### config.mk
export PLATFORM = sky130hd
export DESIGN_NAME = rep_addr_gen
export DESIGN_NICKNAME = d
export VERILOG_FILES = /design/src/mem_stage_pkg.sv /design/src/rep_addr_gen.sv
export SDC_FILE = /design/constraint.sdc
export NUM_CORES = 1
export LEC_CHECK = 0
export BUFFER_PORTS_ARGS = -buffer_cell sky130_fd_sc_hd__buf_2
export CAP_MARGIN = 10
export CORE_MARGIN = 4
export CORE_UTILIZATION = 39
export CTS_CLUSTER_DIAMETER = 150
export CTS_CLUSTER_SIZE = 25
export DETAILED_ROUTE_END_ITERATION = 7
export RECOVER_POWER = 50
export SLEW_MARGIN = 5
export SYNTH_ARGS = -nofsm -noshare
export SYNTH_HDL_FRONTEND = slang
export SYNTH_SLANG_ARGS = --single-unit
export TNS_END_PERCENT = 1
### constraint.sdc
create_clock -name clk -period 5.3 [get_ports clk]
set_input_delay 1.06 -clock clk [delete_from_list [all_inputs] [get_ports clk]]
set_output_delay 1.06 -clock clk [all_outputs]
set_load 0.03 [all_outputs]
### src/mem_stage_pkg.sv
package mem_stage_pkg;

    // architectural data width, also the width of addresses and counts
    localparam int DATA_W = 32;

    // operand size of a memory access
    typedef enum logic [1:0] {
        SIZE_BYTE = 2'd0,
        SIZE_HALF = 2'd1,
        SIZE_WORD = 2'd2
    } opsize_t;

    // operand source codes
    typedef enum logic [2:0] {
        SRC_REG1 = 3'd0,
        SRC_REG2 = 3'd1,
        SRC_MEM1 = 3'd2,
        SRC_MEM2 = 3'd3,
        SRC_IMM  = 3'd4,
        SRC_EIP  = 3'd5
    } src_sel_t;

    // destination codes
    typedef enum logic [1:0] {
        DST_REG1 = 2'd0,
        DST_REG2 = 2'd1,
        DST_MEM1 = 2'd2,
        DST_MEM2 = 2'd3
    } dst_sel_t;

    // bytes per access, used as the REP address step
    function automatic logic [DATA_W-1:0] size_bytes(input opsize_t size);
        case (size)
            SIZE_BYTE: return DATA_W'(1);
            SIZE_HALF: return DATA_W'(2);
            default:   return DATA_W'(4);
        endcase
    endfunction

endpackage

### src/rep_addr_gen.sv
`timescale 1ns/1ps

module rep_addr_gen (
    input  logic                               clk,
    input  logic                               rst_n,
    input  logic                               valid_in,
    input  logic [mem_stage_pkg::DATA_W-1:0]   mem_addr1,
    input  logic [mem_stage_pkg::DATA_W-1:0]   mem_addr2,
    input  mem_stage_pkg::opsize_t             opsize,
    input  logic                               is_rep,
    input  logic                               dir_down,
    input  logic [mem_stage_pkg::DATA_W-1:0]   rep_count,
    input  logic                               rd1_en_in,
    input  logic                               rd2_en_in,
    input  logic                               done1,
    input  logic                               done2,
    output logic                               iter_start,
    output logic [mem_stage_pkg::DATA_W-1:0]   iter_addr1,
    output logic [mem_stage_pkg::DATA_W-1:0]   iter_addr2,
    output mem_stage_pkg::opsize_t             iter_size,
    output logic                               rd1_en,
    output logic                               rd2_en,
    output logic                               iter_done,
    output logic                               stall
);

    // START issues the reads, WAIT collects them, DRAIN covers the valid_out cycle
    typedef enum logic [1:0] {S_IDLE, S_START, S_WAIT, S_DRAIN} state_t;

    state_t                             state;
    logic [mem_stage_pkg::DATA_W-1:0]   count;
    logic [mem_stage_pkg::DATA_W-1:0]   step;
    logic                               dir_q;
    logic                               all_done;

    assign step       = mem_stage_pkg::size_bytes(iter_size);
    // a disabled port counts as done
    assign all_done   = (done1 || !rd1_en) && (done2 || !rd2_en);
    assign iter_start = (state == S_START);
    assign iter_done  = (state == S_WAIT) && all_done;
    assign stall      = (state != S_IDLE);

    always_ff @(posedge clk or negedge rst_n) begin
        if (!rst_n) begin
            state <= S_IDLE;
            count <= '0;
        end else begin
            case (state)
                S_IDLE: begin
                    if (valid_in) begin
                        // non-REP runs exactly once
                        count <= is_rep ? rep_count : mem_stage_pkg::DATA_W'(1);
                        state <= (is_rep && rep_count == '0) ? S_DRAIN : S_START;
                    end
                end
                S_START: state <= S_WAIT;
                S_WAIT: begin
                    if (all_done) begin
                        count <= count - 1'b1;
                        state <= (count == mem_stage_pkg::DATA_W'(1)) ? S_DRAIN : S_START;
                    end
                end
                default: state <= S_IDLE;
            endcase
        end
    end

    // instruction payload and address stepping
    always_ff @(posedge clk) begin
        if (state == S_IDLE && valid_in) begin
            iter_addr1 <= mem_addr1;
            iter_addr2 <= mem_addr2;
            iter_size  <= opsize;
            dir_q      <= dir_down;
            rd1_en     <= rd1_en_in;
            rd2_en     <= rd2_en_in;
        end else if (iter_done) begin
            iter_addr1 <= dir_q ? iter_addr1 - step : iter_addr1 + step;
            iter_addr2 <= dir_q ? iter_addr2 - step : iter_addr2 + step;
        end
    end

    // upstream holds off while the stage is busy
    assert property (@(posedge clk) disable iff (!rst_n) stall |-> !valid_in);

endmodule

# Yosys cells after proc, flatten, opt, wreduce, memory -nomap -nowiden
# Cells that the tools add are included.
totals:
  regBits: 103
  output_inout_bits: 71
  word_cells: 51
classes:
  n_mux: 16
  reduce_logical: 16
  eq_ne: 6
  addsub: 5
ops:
  columns: ["operator", "n"]
  rows:
  - ["$mux 32", 9]
  - ["$add 32x32->32", 2]
  - ["$pmux 32 s2", 1]
  - ["$sub 32x32->32", 2]
  - ["$eq 32x1->1 const B", 1]
  - ["$logic_not 32->1", 1]
  - ["$sub 32x1->32 const B", 1]
  - ["$mux 2", 4]
  - ["$pmux 2 s3", 1]
  - ["$pmux 3 s2", 1]
  - ["$reduce_bool 2->1", 3]
  - ["$eq 2x1->1 const B", 2]
  - ["$logic_and 1x1->1", 4]
  - ["$logic_not 2->1", 2]
  - ["$ne 2x2->1 const B", 2]
  - ["$reduce_and 3->1", 1]
  - ["$eq 2x2->1 const B", 1]
  - ["$logic_not 1->1", 2]
  - ["$logic_or 1x1->1", 2]
  - ["$reduce_and 2->1", 1]

# Logic depth before layout (Yosys ltp)
depth:
  depth_word: 6
  depth_mapped: 13
  depth_no_buf: 13

# Worst setup path after synthesis
# No wires, ideal clock.
synth_path:
  kind: "input-to-reg"
  from: "in done1"
  to: "reg count[0] (netlist name)"
  path_buffers: 1
  stages: 7
  required_ps: 5179
  t_arrival_ps: 4379
  slack_ps: 800
  cell_sequence: "o22ai_1 nor2_1 nor2_1 inv_1 clkbuf_1 o221ai_1 o21ai_0"
synth_via:
  elab_chain_len: 4
synth_rtl:
  columns: ["element", "line", "source"]
  rows:
  - ["start, declared", "rep_addr_gen.sv:15", "input logic done1,"]
  - ["$logic_or 1x1->1", "rep_addr_gen.sv:38", "assign all_done = (done1 || !rd1_en) && (done2 || !rd2_en);"]
  - ["$logic_and 1x1->1", "rep_addr_gen.sv:38", null]
  - ["$ne 2x2->1 (no line)", null, null]
  - ["$reduce_and 3->1 (no line)", null, null]
  - ["end signal, assigned", "rep_addr_gen.sv:52", "count <= is_rep ? rep_count : mem_stage_pkg::DATA_W'(1);"]
  - ["end signal, assigned", "rep_addr_gen.sv:59", "count <= count - 1'b1;"]
  - ["end, declared", "rep_addr_gen.sv:31", "logic [mem_stage_pkg::DATA_W-1:0] count;"]
# No other way between the ends.
# A chain may end at the register's enable or synchronous reset.

# Worst setup path in the final report
layout_path:
  from: "reg iter_size[0]"
  to: "reg iter_addr1[30] (netlist name), data pin"
layout_via:
  elab_chain_len: 6
  elab_cells_between_ends: 8
  classes_between: "add/sub: 2; eq/ne: 1; mux: 4; reduce/logical: 1"
layout_rtl:
  columns: ["element", "line", "source"]
  rows:
  - ["start, declared", "rep_addr_gen.sv:20", "output mem_stage_pkg::opsize_t iter_size,"]
  - ["start signal, assigned", "rep_addr_gen.sv:73", "iter_size <= opsize;"]
  - ["$eq 2x1->1 or $logic_not 2->1 (tied branches)", "mem_stage_pkg.sv:33", "case (size)"]
  - ["$pmux 3 s2 *", "mem_stage_pkg.sv:33", null]
  - ["$add 32x32->32 or $sub 32x32->32 (tied branches)", "rep_addr_gen.sv:78", "iter_addr1 <= dir_q ? iter_addr1 - step : iter_addr1 + step;"]
  - ["$mux 32 *", "rep_addr_gen.sv:78", null]
  - ["$mux 32 *", "rep_addr_gen.sv:77", "end else if (iter_done) begin"]
  - ["$mux 32 *", "rep_addr_gen.sv:70", "if (state == S_IDLE && valid_in) begin"]
  - ["end signal, assigned", "rep_addr_gen.sv:71", "iter_addr1 <= mem_addr1;"]
  - ["end signal, assigned", "rep_addr_gen.sv:78", null]
  - ["end, declared", "rep_addr_gen.sv:18", "output logic [mem_stage_pkg::DATA_W-1:0] iter_addr1,"]
# Every way passes the cells marked *; elsewhere a longest branch is shown, timed or not. The select of a mux whose other input is x is not followed.

==> implementation parameters <==
Parameter                              Value

Setup path
  Reg2reg setup slack    about 1.2 ns
  End point of the critical path    iter_addr1[30]$_DFFE_PP_
  Worst Reg-to-Reg Cells    13
  Type of element capturing the critical path    flip-flop
  Signal arrival time at the worst endpoint    ~4.3 ns
  Start of the worst register-to-register path    iter_size[0]$_DFFE_PP_
  Maximum net fanout on the critical path    4
  CP Launch Point    iter_size[0]$_DFFE_PP_
  Endpoint required time on the critical path    approximately 5.5 ns
  Crit path largest cell delay    ~0.48 ns
  Cell count along the critical path    13
  Startpoint type of the worst setup path    flip-flop
  Kind of critical path    flip-flop to flip-flop
  Count of buffer and inverter cells on the critical path    1
  Cells along the critical path    nor2_1 > inv_1 > ha_1 > mux2_2 > fa_1 > a21bo_1 > a221oi_2 > a21oi_1 > o41ai_4 > a21oi_2 > o41a_1 > o211a_1 > a211oi_2
  Critical R2R Capture    iter_addr1[30]$_DFFE_PP_
  Top cell family by delay on the critical path    compound AO/OA/AOI/OAI gates
  Cell with the largest stage delay on the worst path    sky130_fd_sc_hd__fa_1

Clock network
  Clk pin slew, worst setup/hold paths    roughly 0.08 ns
  Deepest level of the CTS H-tree    3
  Clock tree root buffer cell    sky130_fd_sc_hd__clkbuf_16
  Clock insertion delay at the later pin of the skew report    about 0.36 ns
  Number of hold buffers added after cts    0
  Clock tree from TritonCTS    done
  Max Root-Sink Buffers    2
  Number of instances resized during post-cts repair    0
  Setup Buffers After CTS    0
  CTS Buf Count    9
  Clock sink total    a little over 100

Status
  Outcome    finished, violations left
  Violated checks    max-capacitance violations, max-slew violations

Synthesis
  Largest area contributor in the netlist    sky130_fd_sc_hd__edfxtp_1
  Post-synthesis register bit count    103
  YS warnings    0
  Top_reg_cell synth    sky130_fd_sc_hd__edfxtp_1
  Post-Syn Area    roughly 8500 um^2
  Proportion of register bits with asynchronous set or reset after synthesis    0.3301
  Mapped Nets    ~1,200
  Per-instance average area after synthesis    roughly 8.4 um^2
  Yosys cell types    around 70
  Top post-synthesis cells by area    sky130_fd_sc_hd__edfxtp_1 (24%), sky130_fd_sc_hd__dfrtp_1 (10%), sky130_fd_sc_hd__ha_1 (9.4%)
  Number of enable flip-flop cells after synthesis    69
  Sequential cell area fraction in the yosys report    0.3445
  Portion of synthesized cell area occupied by the leading cell type    0.2442
  Cell count after synthesis    between 1,000 and 1,500

Floorplan
  Horizontal die dimension    155.5 um
  Core footprint    around 21,000 um^2
  Boundary pin count    between 150 and 200
  Starting Density    0.3998
  Area of the die    ~24,000 um^2
  Die Y-Extent    155.5 um
  Cell Rows    53

Place
  Instance count after placement with tap cells included    roughly 1,400
  Gp weighted congestion    ~0.9
  DP Wirelength    18.66 mm
  Port Buffer Count    between 150 and 200

Timing
  Pins Over Slew Limit    around 200
  Peak Freq    245.5 MHz
  Shortest period the worst path allows    approximately 4.1 ns
  Final number of setup-violating endpoints    0
  Fraction of the cycle the final worst path needs    0.7687
  Worst slew slack as a fraction of its limit    -0.2992
  Actual transition at the worst max-transition pin    roughly 1.9 ns
  Clock skew    between 0.01 and 0.015 ns
  Unrepaired setup endpoints after global routing    no
  Final Hold Fails    0
  TNS Setup    0 ns

Power and ir drop
  Switching pwr    around 4 mW
  Static Leakage    approximately 4 nW
  Relative contribution of combinational cells to total power    0.666
  Sequential fraction of design power    0.239
  Switching power as a share of total power    0.5136
  Internal power component    between 3 and 4 mW
  Highest ir drop seen on vdd    approximately 0.35 mV
  Pwr/cell area    a little under 800 nW/um^2
  Part of the power in the clock network    0.095

GRT
  GR met2 Demand/Resource    0.3332
  Wire length of the first global-routing pass    approximately 40 mm
  Via count of the first global-routing pass    between 7,000 and 8,000
  Number of antenna violations at the first check in global routing    3
  Global route overflow    0
  Most heavily used metal layer in global routing    met2
  Pin count of the biggest net entering global routing    80
  Global-route total usage across every layer    0.2005
  Met3 demand-to-capacity share in global routing    0.04089
  Met1 routing resource usage after global routing    0.2727

Cells and area
  Final Non-Filler Cells    approximately 1,400
  Area delta synth->final    15.84%
  Antenna Cells    0
  Storage element area    around 2900 um^2
  Nets    1,333
  Layout cells sized above 1    0.1193
  Number of fill cells in the layout    2,192
  Multi-input combinational cell area    approximately 5300 um^2

Drt
  Number of search-and-repair iterations in the first detailed-routing pass    6
  Starting DRT DRC Count    427
  Detailed-route DRC error count    0
  Average wire per cell in the routed design    17.38 um
  Total wire length after detailed routing    25.03 mm
  Remaining antenna violation count    0
  Total number of vias    slightly above 8,000
  Post-DR vias/cell    ~5.7

Job
  Maximum Capacitance Violations    4

Min path
  Min-Delay Path Class    flip-flop to flip-flop
-- tightest hold or removal path, cell delays in order, from the launching register on --
cell,delay (ns)
sky130_fd_sc_hd__dfrtp_1,0.34
sky130_fd_sc_hd__o21ai_0,0.08
sky130_fd_sc_hd__o21ai_0,0.07
-- layout by cell type (no fill, tap or decap), drive strengths merged, types with 8 or more instances in the layout --
cell type  netlist  routed
buf              3     109
dfrtp           34      34
o21ai          103     103
a211oi          12      12
and2            10      10
a22oi           16      16
o21bai          14      14
nand4           20      20
o31ai           10      10
clkbuf          41      87
nor2           101     101
nor3            24      24
a21oi          127     127
nand2           77      77
a21o            28      28
edfxtp          69      69
xor2            21      21
nand3           23      23
ha              64      64
and3            11      11
xnor2           25      25
nor4            14      14
nor2b           12      12
a31oi            8       8
inv             36      37
-- kinds of logic (layout without fill, tap and decap cells) --
| logic type | after synthesis | in the layout | share of synthesized area |
|---|---|---|---|
| compound gates | 379 | 379 | 0.2777 |
| simple gates | 330 | 330 | 0.1906 |
| fa+ha+maj | 66 | 66 | 0.09912 |
| mux | 4 | 4 | 0.005015 |
| xor+xnor | 46 | 46 | 0.04749 |
| flops | 103 | 103 | 0.3445 |
| buf+inv | 80 | 237 | 0.03555 |
-- worst min path at each step --
| stage | startpoint | endpoint | cells past startpoint |
|---|---|---|---|
| floorplan | count[18]$_DFFE_PN0P_ | count[18]$_DFFE_PN0P_ | 2 |
| global placement | count[18]$_DFFE_PN0P_ | count[18]$_DFFE_PN0P_ | 2 |
| detailed placement | count[18]$_DFFE_PN0P_ | count[18]$_DFFE_PN0P_ | 2 |
| CTS | count[18]$_DFFE_PN0P_ | count[18]$_DFFE_PN0P_ | 2 |
| global route | count[4]$_DFFE_PN0P_ | count[4]$_DFFE_PN0P_ | 2 |
| finish | count[18]$_DFFE_PN0P_ | count[18]$_DFFE_PN0P_ | 2 |
-- stage by stage --
step	hold WS, ns	setup WS (ns)	util	area, um^2	power, mW
2_1_floorplan	0.4606	0.8002	-	8483	5.693
3_3_place_gp	0.4870	1.459	0.4530	9613	6.879
3_5_place_dp	0.4971	1.280	0.4530	9613	6.930
4_1_cts	0.5175	1.253	0.4680	9931	7.680
5_1_grt	0.5509	0.9679	0.4631	9827	8.278
6_report	0.5196	1.226	0.4631	9827	7.596
-- Yosys cell counts, types with 3 or more instances --
library cell	number
sky130_fd_sc_hd__o21ai_0	91
sky130_fd_sc_hd__and2_1	10
sky130_fd_sc_hd__inv_1	35
sky130_fd_sc_hd__a211oi_1	11
sky130_fd_sc_hd__clkbuf_1	41
sky130_fd_sc_hd__nand2b_1	6
sky130_fd_sc_hd__a22oi_1	16
sky130_fd_sc_hd__nand4b_1	4
sky130_fd_sc_hd__nor2_1	101
sky130_fd_sc_hd__o41ai_1	4
sky130_fd_sc_hd__nor4_1	14
sky130_fd_sc_hd__nor2b_1	11
sky130_fd_sc_hd__and3_1	11
sky130_fd_sc_hd__nor4b_1	3
sky130_fd_sc_hd__o211ai_1	5
sky130_fd_sc_hd__or2_2	3
sky130_fd_sc_hd__a32oi_1	5
sky130_fd_sc_hd__a21o_1	28
sky130_fd_sc_hd__xor2_1	21
sky130_fd_sc_hd__dfrtp_1	34
sky130_fd_sc_hd__and4_1	5
sky130_fd_sc_hd__nand2_1	77
sky130_fd_sc_hd__a211o_1	6
sky130_fd_sc_hd__a31oi_1	8
sky130_fd_sc_hd__ha_1	64
sky130_fd_sc_hd__o31ai_1	10
sky130_fd_sc_hd__nor3_1	24
sky130_fd_sc_hd__o22ai_1	4
sky130_fd_sc_hd__nor3b_1	7
sky130_fd_sc_hd__o21bai_1	14
sky130_fd_sc_hd__edfxtp_1	69
sky130_fd_sc_hd__a21boi_0	4
sky130_fd_sc_hd__a21oi_1	126
sky130_fd_sc_hd__nand4_1	20
sky130_fd_sc_hd__o221ai_1	4
sky130_fd_sc_hd__a41oi_1	3
sky130_fd_sc_hd__nand3_1	23
sky130_fd_sc_hd__o21a_1	7
sky130_fd_sc_hd__o21ai_1	12
sky130_fd_sc_hd__xnor2_1	25
sky130_fd_sc_hd__or3_1	3
-- layout make-up --
type	count	area share
clock buffers	11	0.02801
inverters	36	0.01388
multi-input cells	825	0.5351
repair buffers	185	0.08620
flip-flops and latches	103	0.2974
well taps	275	0.03501
clock inverters	5	0.004329
-- registers in the layout, indices dropped and copies added, names as in the netlist --
| signal | count |
|---|---|
| count | 32 |
| dir_q | 1 |
| iter_addr1 | 32 |
| iter_addr2 | 32 |
| iter_size | 2 |
| rd1_en | 1 |
| rd2_en | 1 |
| state | 2 |
-- power groups by stage --
stage                     registers (mW)  clock network (mW)  logic (mW)
after floorplan                     2.31                   0        3.39
after global placement              1.82                   0        5.06
after detailed placement            1.82                   0        5.11
after CTS                           1.81               0.745        5.13
after global routing                1.87               0.767        5.64
final                               1.82               0.720        5.06
-- per-layer routing --
layer / vias up / part of all wire / wire length (um)
met5: - / 0.0014 / 36
met4: 6 / 0.010 / 252
met3: 27 / 0.071 / 1769
met2: 244 / 0.46 / 11610
met1: 3834 / 0.45 / 11360
li1: 4111 / - / -
(Power assumes the default switching activity.)
