## src/mem_stage_pkg.sv

```systemverilog
package mem_stage_pkg;

    // architectural data width, also the width of addresses and counts
    localparam int DATA_W = 32;

    // operand size of a memory access
    typedef enum logic [1:0] {
        SIZE_BYTE = 2'd0,
        SIZE_HALF = 2'd1,
        SIZE_WORD = 2'd2
    } opsize_t;

    // operand source codes
    typedef enum logic [2:0] {
        SRC_REG1 = 3'd0,
        SRC_REG2 = 3'd1,
        SRC_MEM1 = 3'd2,
        SRC_MEM2 = 3'd3,
        SRC_IMM  = 3'd4,
        SRC_EIP  = 3'd5
    } src_sel_t;

    // destination codes
    typedef enum logic [1:0] {
        DST_REG1 = 2'd0,
        DST_REG2 = 2'd1,
        DST_MEM1 = 2'd2,
        DST_MEM2 = 2'd3
    } dst_sel_t;

    // bytes per access, used as the REP address step
    function automatic logic [DATA_W-1:0] size_bytes(input opsize_t size);
        case (size)
            SIZE_BYTE: return DATA_W'(1);
            SIZE_HALF: return DATA_W'(2);
            default:   return DATA_W'(4);
        endcase
    endfunction

endpackage

```

## src/operand_select.sv

```systemverilog
`timescale 1ns/1ps

module operand_select (
    input  logic                               clk,
    input  logic                               rst_n,
    input  logic                               load,
    input  logic                               capture,
    input  mem_stage_pkg::src_sel_t            op1_sel,
    input  mem_stage_pkg::src_sel_t            op2_sel,
    input  mem_stage_pkg::dst_sel_t            dest_sel,
    input  logic [mem_stage_pkg::DATA_W-1:0]   reg1,
    input  logic [mem_stage_pkg::DATA_W-1:0]   reg2,
    input  logic [mem_stage_pkg::DATA_W-1:0]   imm,
    input  logic [mem_stage_pkg::DATA_W-1:0]   eip,
    input  logic [mem_stage_pkg::DATA_W-1:0]   mem1_data,
    input  logic [mem_stage_pkg::DATA_W-1:0]   mem2_data,
    input  logic [mem_stage_pkg::DATA_W-1:0]   addr1,
    input  logic [mem_stage_pkg::DATA_W-1:0]   addr2,
    output logic                               valid_out,
    output logic [mem_stage_pkg::DATA_W-1:0]   op1_val,
    output logic [mem_stage_pkg::DATA_W-1:0]   op2_val,
    output logic [mem_stage_pkg::DATA_W-1:0]   dest_addr,
    output logic                               dest_is_reg,
    output logic                               dest_is_mem
);

    mem_stage_pkg::src_sel_t            op1_sel_q;
    mem_stage_pkg::src_sel_t            op2_sel_q;
    mem_stage_pkg::dst_sel_t            dest_sel_q;
    logic [mem_stage_pkg::DATA_W-1:0]   reg1_q;
    logic [mem_stage_pkg::DATA_W-1:0]   reg2_q;
    logic [mem_stage_pkg::DATA_W-1:0]   imm_q;
    logic [mem_stage_pkg::DATA_W-1:0]   eip_q;

    function automatic logic [mem_stage_pkg::DATA_W-1:0] pick(
        input mem_stage_pkg::src_sel_t sel
    );
        case (sel)
            mem_stage_pkg::SRC_REG1: return reg1_q;
            mem_stage_pkg::SRC_REG2: return reg2_q;
            mem_stage_pkg::SRC_MEM1: return mem1_data;
            mem_stage_pkg::SRC_MEM2: return mem2_data;
            mem_stage_pkg::SRC_IMM:  return imm_q;
            default:                 return eip_q;
        endcase
    endfunction

    // instruction fields stay put for all REP iterations
    always_ff @(posedge clk) begin
        if (load) begin
            op1_sel_q  <= op1_sel;
            op2_sel_q  <= op2_sel;
            dest_sel_q <= dest_sel;
            reg1_q     <= reg1;
            reg2_q     <= reg2;
            imm_q      <= imm;
            eip_q      <= eip;
        end
    end

    always_ff @(posedge clk or negedge rst_n) begin
        if (!rst_n) begin
            valid_out <= 1'b0;
        end else begin
            valid_out <= capture;
        end
    end

    // register destinations report register number 1 or 2
    always_ff @(posedge clk) begin
        if (capture) begin
            op1_val     <= pick(op1_sel_q);
            op2_val     <= pick(op2_sel_q);
            dest_is_reg <= !dest_sel_q[1];
            dest_is_mem <= dest_sel_q[1];
            case (dest_sel_q)
                mem_stage_pkg::DST_REG1: dest_addr <= mem_stage_pkg::DATA_W'(1);
                mem_stage_pkg::DST_REG2: dest_addr <= mem_stage_pkg::DATA_W'(2);
                mem_stage_pkg::DST_MEM1: dest_addr <= addr1;
                default:                 dest_addr <= addr2;
            endcase
        end
    end

endmodule

```

## config.mk

```make
export PLATFORM = sky130hd
export DESIGN_NAME = operand_select
export DESIGN_NICKNAME = d
export VERILOG_FILES = /design/src/mem_stage_pkg.sv /design/src/operand_select.sv
export SDC_FILE = /design/constraint.sdc
export NUM_CORES = 1
export LEC_CHECK = 0
export BUFFER_PORTS_ARGS = -buffer_cell sky130_fd_sc_hd__buf_2
export CAP_MARGIN = 20
export CORE_MARGIN = 3
export CORE_UTILIZATION = 55
export CTS_CLUSTER_DIAMETER = 200
export DETAILED_ROUTE_END_ITERATION = 10
export GPL_TIMING_DRIVEN = 0
export PLACE_DENSITY_LB_ADDON = 0.08
export REMOVE_ABC_BUFFERS = 1
export SLEW_MARGIN = 20
export SYNTH_ARGS = -nofsm -noshare
export SYNTH_HDL_FRONTEND = slang
export SYNTH_SLANG_ARGS = --single-unit
```

## constraint.sdc

```tcl
create_clock -name clk -period 4.99 [get_ports clk]
set_clock_uncertainty 0.15 [all_clocks]
set_input_delay 0.499 -clock clk [delete_from_list [all_inputs] [get_ports clk]]
set_output_delay 0.499 -clock clk [all_outputs]
set_load 0.005 [all_outputs]
```

# Word level (Yosys, flattened, before mapping)
# Index checks and enable logic that the tools add are counted.
[word_totals]
ram_bits = 0
ff_bits = 235
output_inout_bits = 99
romBits = 0
mem_count = 0
latchBits = 0
[op_classes]
n_reduce_logical = 4
n_addsub = 0
muxes = 3
shift = 0
bitwise_logic = 0
order_cmp = 0
n_div = 0
n_eq_ne = 10
n_mul = 0
[op_table]
columns = ["op", "count"]
rows = [
  ["32-bit case mux with 5 select lines", 2],
  ["32-bit case mux with 3 select lines", 1],
  ["3-bit by 2-bit == test with 1-bit output, second input constant", 4],
  ["3-bit by 1-bit == test with 1-bit output, second input constant", 2],
  ["3-bit == test, second input constant", 2],
  ["3-bit logical NOT", 2],
  ["2-bit by 1-bit == test with 1-bit output, second input constant", 1],
  ["2-bit == test, second input constant", 1],
  ["2-bit logical NOT", 1],
  ["1-bit logical NOT", 1],
]

# Depth between registers and ports, before layout
# Gate-level depths: netlist of the first run.
[logic_depth]
word_depth = 2
ltp_mapped = 6
depth_no_buf = 3

# Worst setup path before layout of the first run
# No wires, ideal clock.
[synth_path]
path_type = "reg2reg"
start = "reg op2_sel_q[0]"
end = "reg op2_val[11] (netlist bit) (data pin)"
synth_period_minus_slack_ps = 1772
arrival_time_ps = 1350
required_time_ps = 4568
setup_slack_ps = 3218
path_buffers = 2
stages_incl_launch_ff = 6
path_cell_list = "edfxtp_1 -> buf_6 -> buf_8 -> mux2_4 -> a222oi_1 -> a21oi_1"
[synth_between]
elab_chain_cells = 2
[synth_lines]
columns = ["element", "line_no", "rtl"]
rows = [
  ["start: declaration", "operand_select.sv:28", "mem_stage_pkg::src_sel_t op2_sel_q;"],
  ["start signal: assignment", "operand_select.sv:52", "op2_sel_q <= op2_sel;"],
  ["3-bit == test, or another cell as far along", "operand_select.sv:38", "case (sel)"],
  ["32-bit case mux with 5 select lines *", "operand_select.sv:38", ""],
  ["end signal: assignment", "operand_select.sv:73", "op2_val <= pick(op2_sel_q);"],
  ["end: declaration", "operand_select.sv:21", "output logic [mem_stage_pkg::DATA_W-1:0] op2_val,"],
]
# Every way passes the cells marked *; elsewhere a longest branch is shown, timed or not.
# A chain may end at the register's enable or synchronous reset.

# Worst setup path in the final report of the first run
[layout_path]
start = "reg op2_sel_q[1]"
end = "reg op2_val[14] (netlist bit) (data pin)"
# The elaborated chain is that of the path after synthesis.

==> results of run 1 <==
## what timing repair did
item | CTS | global route
gates resized for setup | 0 | 0
hold buffers | 39 | 5
hold endpoints to repair | 39 | 5
## placed cells by master, fill, tap and decap left out, types with 2 or more instances in the layout
master	instances
sky130_fd_sc_hd__a222oi_1	2
sky130_fd_sc_hd__a21o_1	19
sky130_fd_sc_hd__a32oi_1	20
sky130_fd_sc_hd__buf_8	17
sky130_fd_sc_hd__edfxtp_1	234
sky130_fd_sc_hd__diode_2	21
sky130_fd_sc_hd__o22a_1	6
sky130_fd_sc_hd__a221oi_1	2
sky130_fd_sc_hd__or2_2	3
sky130_fd_sc_hd__mux2_2	30
sky130_fd_sc_hd__and2_1	2
sky130_fd_sc_hd__o22ai_1	6
sky130_fd_sc_hd__a221o_1	8
sky130_fd_sc_hd__bufinv_16	4
sky130_fd_sc_hd__mux2_4	2
sky130_fd_sc_hd__mux2i_1	71
sky130_fd_sc_hd__nor2_1	58
sky130_fd_sc_hd__clkbuf_16	25
sky130_fd_sc_hd__o21a_1	2
sky130_fd_sc_hd__mux4_2	26
sky130_fd_sc_hd__a22o_1	8
sky130_fd_sc_hd__a31oi_1	24
sky130_fd_sc_hd__clkinv_2	6
sky130_fd_sc_hd__a21oi_1	18
sky130_fd_sc_hd__buf_2	364
sky130_fd_sc_hd__clkinv_1	7
sky130_fd_sc_hd__nor2b_1	21
sky130_fd_sc_hd__dlygate4sd3_1	44
sky130_fd_sc_hd__a211oi_1	2
sky130_fd_sc_hd__o21ai_1	6
sky130_fd_sc_hd__o21ai_0	47
sky130_fd_sc_hd__clkbuf_1	3
sky130_fd_sc_hd__nand2_1	49
sky130_fd_sc_hd__buf_16	7
sky130_fd_sc_hd__inv_1	4
sky130_fd_sc_hd__nand3b_1	5
sky130_fd_sc_hd__buf_6	2
## power by group
part	switching [mW]	total, mW	internal, mW	leakage (nW)
clock network	0.732	1.85	1.12	0.403
registers	0.0835	2.47	2.38	2.32
logic	0.386	0.787	0.401	3.24
## worst paths after layout
kind | startpoint | to | slack (ns) | depth (start not counted)
min in group asynchronous | rst_n | valid_out$_DFF_PN0_ | 0.15 | 2
max in group asynchronous | rst_n | valid_out$_DFF_PN0_ | 4.46 | 2
worst max-delay path | op2_sel_q[1]$_DFFE_PP_ | op2_val[14]$_DFFE_PP_ | 2.44 | 6
worst min register to register | dest_sel_q[1]$_DFFE_PP_ | dest_is_mem$_DFFE_PP_ | 0.40 | 0
worst min-delay path | reg2[18] | reg2_q[18]$_DFFE_PP_ | 0.008 | 1
worst max register to register | op2_sel_q[1]$_DFFE_PP_ | op2_val[14]$_DFFE_PP_ | 2.44 | 6
## layout make-up
type / instances / area [µm²]
Fill cell: 1225 / 4596
Clock buffer: 28 / 636.9
Timing Repair Buffer: 434 / 2733
Clock inverter: 17 / 176.4
Inverter: 5 / 18.77
Tap cell: 260 / 325.3
Sequential cell: 235 / 7052
Antenna cell: 21 / 52.55
Multi-Input combinational cell: 445 / 3491
## worst max-delay path, delay by kind of cell (launching register included)
kind | cells | cell delay, ns
buffers and inverters | 3 | 0.62
multiplexers | 1 | 0.35
AO/OA/AOI/OAI | 2 | 0.46
flip-flops | 1 | 0.71
## metrics by stage
| step | util, % | std cells | total power [mW] |
|---|---|---|---|
| 3_3_place_gp | 66.54 | 1311 | 3.196 |
| 5_1_grt | 75.91 | 1445 | 5.299 |
| 4_1_cts | 75.38 | 1419 | 5.125 |
| 6_report | 75.91 | 1445 | 5.106 |
| 2_1_floorplan | - | 685 | 2.851 |
| 3_5_place_dp | 69.07 | 1335 | 3.259 |
## cells by family after synthesis
group	Yosys count	synth area share, %
mux	130	15.40
flops	235	64.84
compound gates	172	10.56
simple gates	143	5.925
buf+inv	66	3.267
## layer usage
metal / GRT usage [%] / routed length, µm / share of wire (%)
met5: 0 / 29 / 0.094
met4: 14.21 / 1546 / 5.0
met3: 6.549 / 2926 / 9.5
met2: 49.41 / 15740 / 51
met1: 31.26 / 10670 / 35
==> flow_summary.yaml, run 1 <==
outcome:
  outcome: "finished clean"
global_route:
  overflow: 0
  grt_start_max_net_pins: 86
  grt_pass1_vias: 8653
  global_route.usage.total_pct: 27.83
  first_pass_grt_wire_length_mm: 46.67
  grt_antenna_before_repair: 24
sta:
  totalNegativeSetupSlack_ns: 0
  slew-limit-headroom_pct: 33.74
  worst_slew_pin_slew_ns: 0.9929
  min_period_over_period_pct: 51.19
  slew_viols_final: 0
  fin_hold_ws_ns: 0.007542
  setup_slack_ns: 2.435
  max_clock_freq_ghz: 0.3915
  report.final.setup_viol: 0
  report.final.hold_viol_count: 0
  grt_setup_unrepaired: "no"
  finalWorstPathRequiredPeriod_ns: 2.555
logic_synthesis:
  netlist.area_leader.share_pct: 64.61
  synth_most_common_cell: "sky130_fd_sc_hd__edfxtp_1"
  syn_inst_count: 746
  async_flop_share_pct: 0.4255
  synth_seq_area_share_pct: 64.84
  ys_dominant_reg_cell: "sky130_fd_sc_hd__edfxtp_1"
  synth_area_per_cell_um2: 14.58
  syn_area_mm2: 0.01088
  netlist-cell-type-count: 39
  synth.ff_latch_count: 235
  synthTopCellsByArea: "sky130_fd_sc_hd__edfxtp_1 65%, sky130_fd_sc_hd__mux2i_1 6.5%, sky130_fd_sc_hd__mux4_2 5.4%, sky130_fd_sc_hd__mux2_2 3.1%, sky130_fd_sc_hd__o21ai_0 2.2%"
  number_of_enable_type_register_cells_in_the_synthesized_netlist: 234
  yosys-top-cells-count: "234 x sky130_fd_sc_hd__edfxtp_1, 71 x sky130_fd_sc_hd__mux2i_1, 59 x sky130_fd_sc_hd__nor2_1"
  synth_top_area_cell: "sky130_fd_sc_hd__edfxtp_1"
  yosysWarningCount: 0
drt:
  routed_via_density: 5.740
  dr.first_iter.drc_count: 602
  remaining_drc_errors: 0
  wire_per_inst_um: 21.39
  drt_pass1_iterations: 8
  vias: 8294
  finalWirelength_mm: 30.91
  detail-route-antenna-nets: 0
worst_setup_path:
  timing.critical_path.mode_cell: "sky130_fd_sc_hd__buf_8"
  critPathArrivalTime_ns: 2.67
  timing.critical_path.cells: "buf_8 > buf_16 > buf_8 > mux2_2 > a221o_1 > a22o_1"
  worst_ep_required_time_ns: 5.10
  path_class: "flop to flop"
  timing.critical_path.from_type: "flop"
  crit_path_max_fanout: 15
  slowest_delay_ns: 0.71
  crit_slowest_cell: "sky130_fd_sc_hd__edfxtp_1"
  setup.worst_path.end_class: "flop"
die:
  die_area_mm2: 0.02150
  chipHeight_um: 146.6
  start_util_pct: 57.00
  floorplan.rows: 50
  io-pin-count: 367
  die-width_um: 146.6
  core_mm2: 0.01908
cells_and_area:
  final_area_mm2: 0.01449
  post_route_cells_drive_above_1_share_pct: 42.18
  finalNetCount: 1414
  layout-area-overhead-vs-synth_pct: 33.19
clock_tree:
  number_of_clock_buffers_inserted_by_tritoncts: 25
  cts_tree: "done"
  clock_tree.root_cell: "sky130_fd_sc_hd__clkbuf_16"
  cts.sinks: 235
  cts.repair_timing.setup_buffer_count: 0
  clk_latency_ns: 0.51
  max-clock-path-buffers: 3
  clock_tree.htree_level_count: 1
  worst_setup_hold_path_clk_slew_ns: 0.06
placement:
  gp_routability_congestion: 0.8133
  portBuffers: 366
  placed_cell_area_mm2: 0.01318
  hpwlAfterDp_mm: 21.15
  dpl_worst_slack_ns: 2.454
hold_path:
  min-delay-path-class: "primary input to flop"
job:
  cap_violations: 0
power:
  total_leakage_power_nw: 5.964
  ir_drop_mv: 0.3830
  power_per_cell_area_mw_per_mm2: 352.5
Power figures use the tool's default switching activity.
==> inputs of run 2 (changes only) <==
--- a/config.mk
+++ b/config.mk
@@ -5,10 +5,11 @@
 export SDC_FILE = /design/constraint.sdc
 export NUM_CORES = 1
 export LEC_CHECK = 0
+export ABC_AREA = 1
 export BUFFER_PORTS_ARGS = -buffer_cell sky130_fd_sc_hd__buf_2
 export CAP_MARGIN = 20
 export CORE_MARGIN = 3
-export CORE_UTILIZATION = 55
+export CORE_UTILIZATION = 51
 export CTS_CLUSTER_DIAMETER = 200
 export DETAILED_ROUTE_END_ITERATION = 10
 export GPL_TIMING_DRIVEN = 0
==> constraint.sdc (replaced) <==
create_clock -name clk -period 2.7 [get_ports clk]
set_clock_uncertainty 0.15 [all_clocks]
set_input_delay 0.27 -clock clk [delete_from_list [all_inputs] [get_ports clk]]
set_output_delay 0.27 -clock clk [all_outputs]
set_load 0.005 [all_outputs]
==> run 2 against run 1 <==
Against the previous run:
- critical path depth grew 1
- sequential share of layout area shrank 5.4 points
- sequential power is 86% higher
- clock power grew 80%
- via count increased by 37%
- maximum frequency down 3.1%
- final area grew 13%
- final cell count grew 33%
- non-clock buffer count rose by 174
- sequential cell count did not move
- die area up 8.9%
- highest routed layer unchanged
==> flow_summary.yaml, run 2 <==
cells_and_area:
  filler_instances: 1349
  layout.cells.most_common_list: "364 x sky130_fd_sc_hd__buf_2, 289 x sky130_fd_sc_hd__nand2_1, 234 x sky130_fd_sc_hd__edfxtp_1"
  post_route_cells_drive_above_1_share_pct: 27.55
  final_core_utilization_pct: 77.06
  seq_area_mm2: 0.007052
  final_area_mm2: 0.01630
  finalNetCount: 1890
  multi_input_area_mm2: 0.003533
  layout-area-overhead-vs-synth_pct: 47.92
  final_common_cell: "sky130_fd_sc_hd__buf_2"
sta:
  totalNegativeSetupSlack_ns: 0
  report.final.setup_viol: 0
  finalWorstPathRequiredPeriod_ns: 2.636
  min_period_over_period_pct: 97.63
  report.final.hold_viol_count: 0
  max_clock_freq_ghz: 0.3794
  slew-limit-headroom_pct: 45.95
  setup_slack_ns: 0.06402
  slew_viols_final: 0
  worst_slew_pin_slew_ns: 0.8095
global_route:
  grt_pass1_vias: 11490
  grt_start_max_net_pins: 83
  grt_antenna_before_repair: 11
  overflow: 0
  global_route.usage.total_pct: 33.99
  first_pass_grt_wire_length_mm: 63.33
logic_synthesis:
  synth_top_area_cell: "sky130_fd_sc_hd__edfxtp_1"
  synth_top_family_by_area: "simple AND/OR/NAND/NOR gates"
  synthXorXnorAreaFrac_pct: 0
  synth-simple-area-share_pct: 31.60
  yosys-mux-area-fraction_pct: 0
  syn_area_mm2: 0.01102
  netlist-cell-type-count: 17
  synth_area_per_cell_um2: 10.19
  synth_most_common_cell: "sky130_fd_sc_hd__nand2_1"
  syn_inst_count: 1082
  synthTopCellsByArea: "sky130_fd_sc_hd__edfxtp_1 64%, sky130_fd_sc_hd__nand3_1 10%, sky130_fd_sc_hd__nand2_1 9.8%, sky130_fd_sc_hd__nand4_1 9.1%, sky130_fd_sc_hd__buf_2 2.5%"
  yosys-top-cells-count: "289 x sky130_fd_sc_hd__nand2_1, 234 x sky130_fd_sc_hd__edfxtp_1, 221 x sky130_fd_sc_hd__nand3_1"
  number_of_enable_type_register_cells_in_the_synthesized_netlist: 234
  async_flop_share_pct: 0.4255
  netlist.area_leader.share_pct: 63.76
  yosysWarningCount: 0
  ys_dominant_reg_cell: "sky130_fd_sc_hd__edfxtp_1"
  synth.ff_latch_count: 235
  synth_seq_area_share_pct: 63.99
  synth-adder-area-share_pct: 0
  synth_compound_area_share_pct: 0.1135
drt:
  routed_via_density: 5.922
  vias: 11380
  wire_per_inst_um: 21.58
  drt_pass1_iterations: 7
  dr.first_iter.drc_count: 1424
  finalWirelength_mm: 41.46
  detail-route-antenna-nets: 0
  remaining_drc_errors: 0
power:
  power_per_cell_area_mw_per_mm2: 591.0
  total_leakage_power_nw: 7.209
  power.internal_mw: 7.141
  sw_frac_of_total_pct: 25.89
  clock_power_share_pct: 34.6
  net_switching_power_mw: 2.494
  pwr-share-comb_pct: 17.7
  ir_drop_mv: 0.8832
  p_seq_share_pct: 47.7
placement:
  placed_cell_area_mm2: 0.01339
  gp_routability_congestion: 0.8307
  portBuffers: 366
  dpl_worst_slack_ns: -0.1504
  hpwlAfterDp_mm: 24.45
die:
  start_util_pct: 52.10
  core_mm2: 0.02115
  chipHeight_um: 153
  die_area_mm2: 0.02341
  die-width_um: 153
  io-pin-count: 367
  floorplan.rows: 53
clock_tree:
  clock_tree.htree_level_count: 1
  worst_setup_hold_path_clk_slew_ns: 0.06
  max-clock-path-buffers: 3
  clk_latency_ns: 0.52
  cts_tree: "done"
  clock_tree.root_cell: "sky130_fd_sc_hd__clkbuf_16"
  cts.sinks: 235
  number_of_clock_buffers_inserted_by_tritoncts: 25
worst_setup_path:
  timing.critical_path.from_type: "flop"
  critPathArrivalTime_ns: 2.73
  crit_path_max_fanout: 65
  worst_ep_required_time_ns: 2.80
  path_class: "flop to flop"
  setup.worst_path.end_class: "flop"
job:
  cap_violations: 0
hold_path:
  min-delay-path-class: "primary input to flop"
outcome:
  outcome: "finished clean"
run 2: changes by cell type in the layout (fill, tap and decap cells not counted), sizes merged, moves of 18 or more:
cell / delta
nand2: +240
nand3: +220
nand4: +160
dlygate4sd3: +158
mux2i: -71
o21ai: -53
mux2: -33
mux4: -26
a31oi: -24
nor2b: -22
a32oi: -20
a21o: -19
a21oi: -18
run 2: final cells by class:
| class | count | area share (%) |
|---|---|---|
| Tap cell | 275 | 2.111 |
| Antenna cell | 9 | 0.1382 |
| Clock buffer | 28 | 3.907 |
| Clock inverter | 14 | 0.8289 |
| Sequential cell | 235 | 43.26 |
| Multi-Input combinational cell | 743 | 21.67 |
| Inverter | 8 | 0.2379 |
| Timing Repair Buffer | 608 | 27.81 |
| Timing Repair inverter | 1 | 0.03070 |
run 2: cells by family after synthesis:
kind of cell	after synthesis
compound gates	2
flops	235
simple gates	741
buf+inv	104
run 2: per-stage QoR:
| step | hold slack (ns) | total power, mW | std cells |
|---|---|---|---|
| global placement | -0.1055 | 5.870 | 1627 |
| finish | 0.02117 | 9.635 | 1921 |
| floorplan | -0.1756 | 5.157 | 986 |
| CTS | 0.006648 | 9.584 | 1907 |
| global route | 0.008691 | 9.976 | 1921 |
| detailed placement | -0.1034 | 6.034 | 1658 |
run 2: path summary, 6_finish.rpt:
check / from / endpoint / slack [ns] / cells past startpoint
max: op2_sel_q[2]$_DFFE_PP_ / op2_val[31]$_DFFE_PP_ / 0.06 / 7
min: mem1_data[13] / op1_val[13]$_DFFE_PP_ / 0.02 / 5
max reg2reg: op2_sel_q[2]$_DFFE_PP_ / op2_val[31]$_DFFE_PP_ / 0.06 / 7
min reg2reg: eip_q[27]$_DFFE_PP_ / op2_val[27]$_DFFE_PP_ / 0.40 / 2
max in group asynchronous: rst_n / valid_out$_DFF_PN0_ / 1.87 / 3
min in group asynchronous: rst_n / valid_out$_DFF_PN0_ / 0.43 / 3
run 2: power groups by stage:
stage	clock (mW)	combinational [mW]	sequential [mW]
after detailed placement	0	1.37	4.67
final	3.33	1.71	4.59
after floorplan	0	0.449	4.71
after global placement	0	1.09	4.78
after CTS	3.36	1.65	4.58
after global routing	3.52	1.84	4.62
run 2: timing repair:
action,4_1_cts,5_1_grt
pin swaps,1,1
resized for setup,0,1
setup buffers,5,4
endpoints found under the setup margin,18,31
hold buffers,202,0
hold endpoints to repair,169,0
cloned,0,1
run 2: layer usage:
layer | up-vias | share of wire (%) | track usage [%]
met3 | 118 | 11 | 7.475
met1 | 5334 | 34 | 41.51
met2 | 868 | 51 | 58.97
met5 | - | 0.065 | 0
met4 | 4 | 3.6 | 13.62
li1 | 5052 | - | -
run 2: worst max-delay path, stage by stage (launching register included):
cell and delay (ns):
sky130_fd_sc_hd__edfxtp_1 0.69, sky130_fd_sc_hd__buf_8 0.29, sky130_fd_sc_hd__buf_16 0.16, sky130_fd_sc_hd__inv_4 0.54, sky130_fd_sc_hd__nor2_4 0.12, sky130_fd_sc_hd__buf_12 0.20, sky130_fd_sc_hd__nand2_1 0.08, sky130_fd_sc_hd__nand3_1 0.09
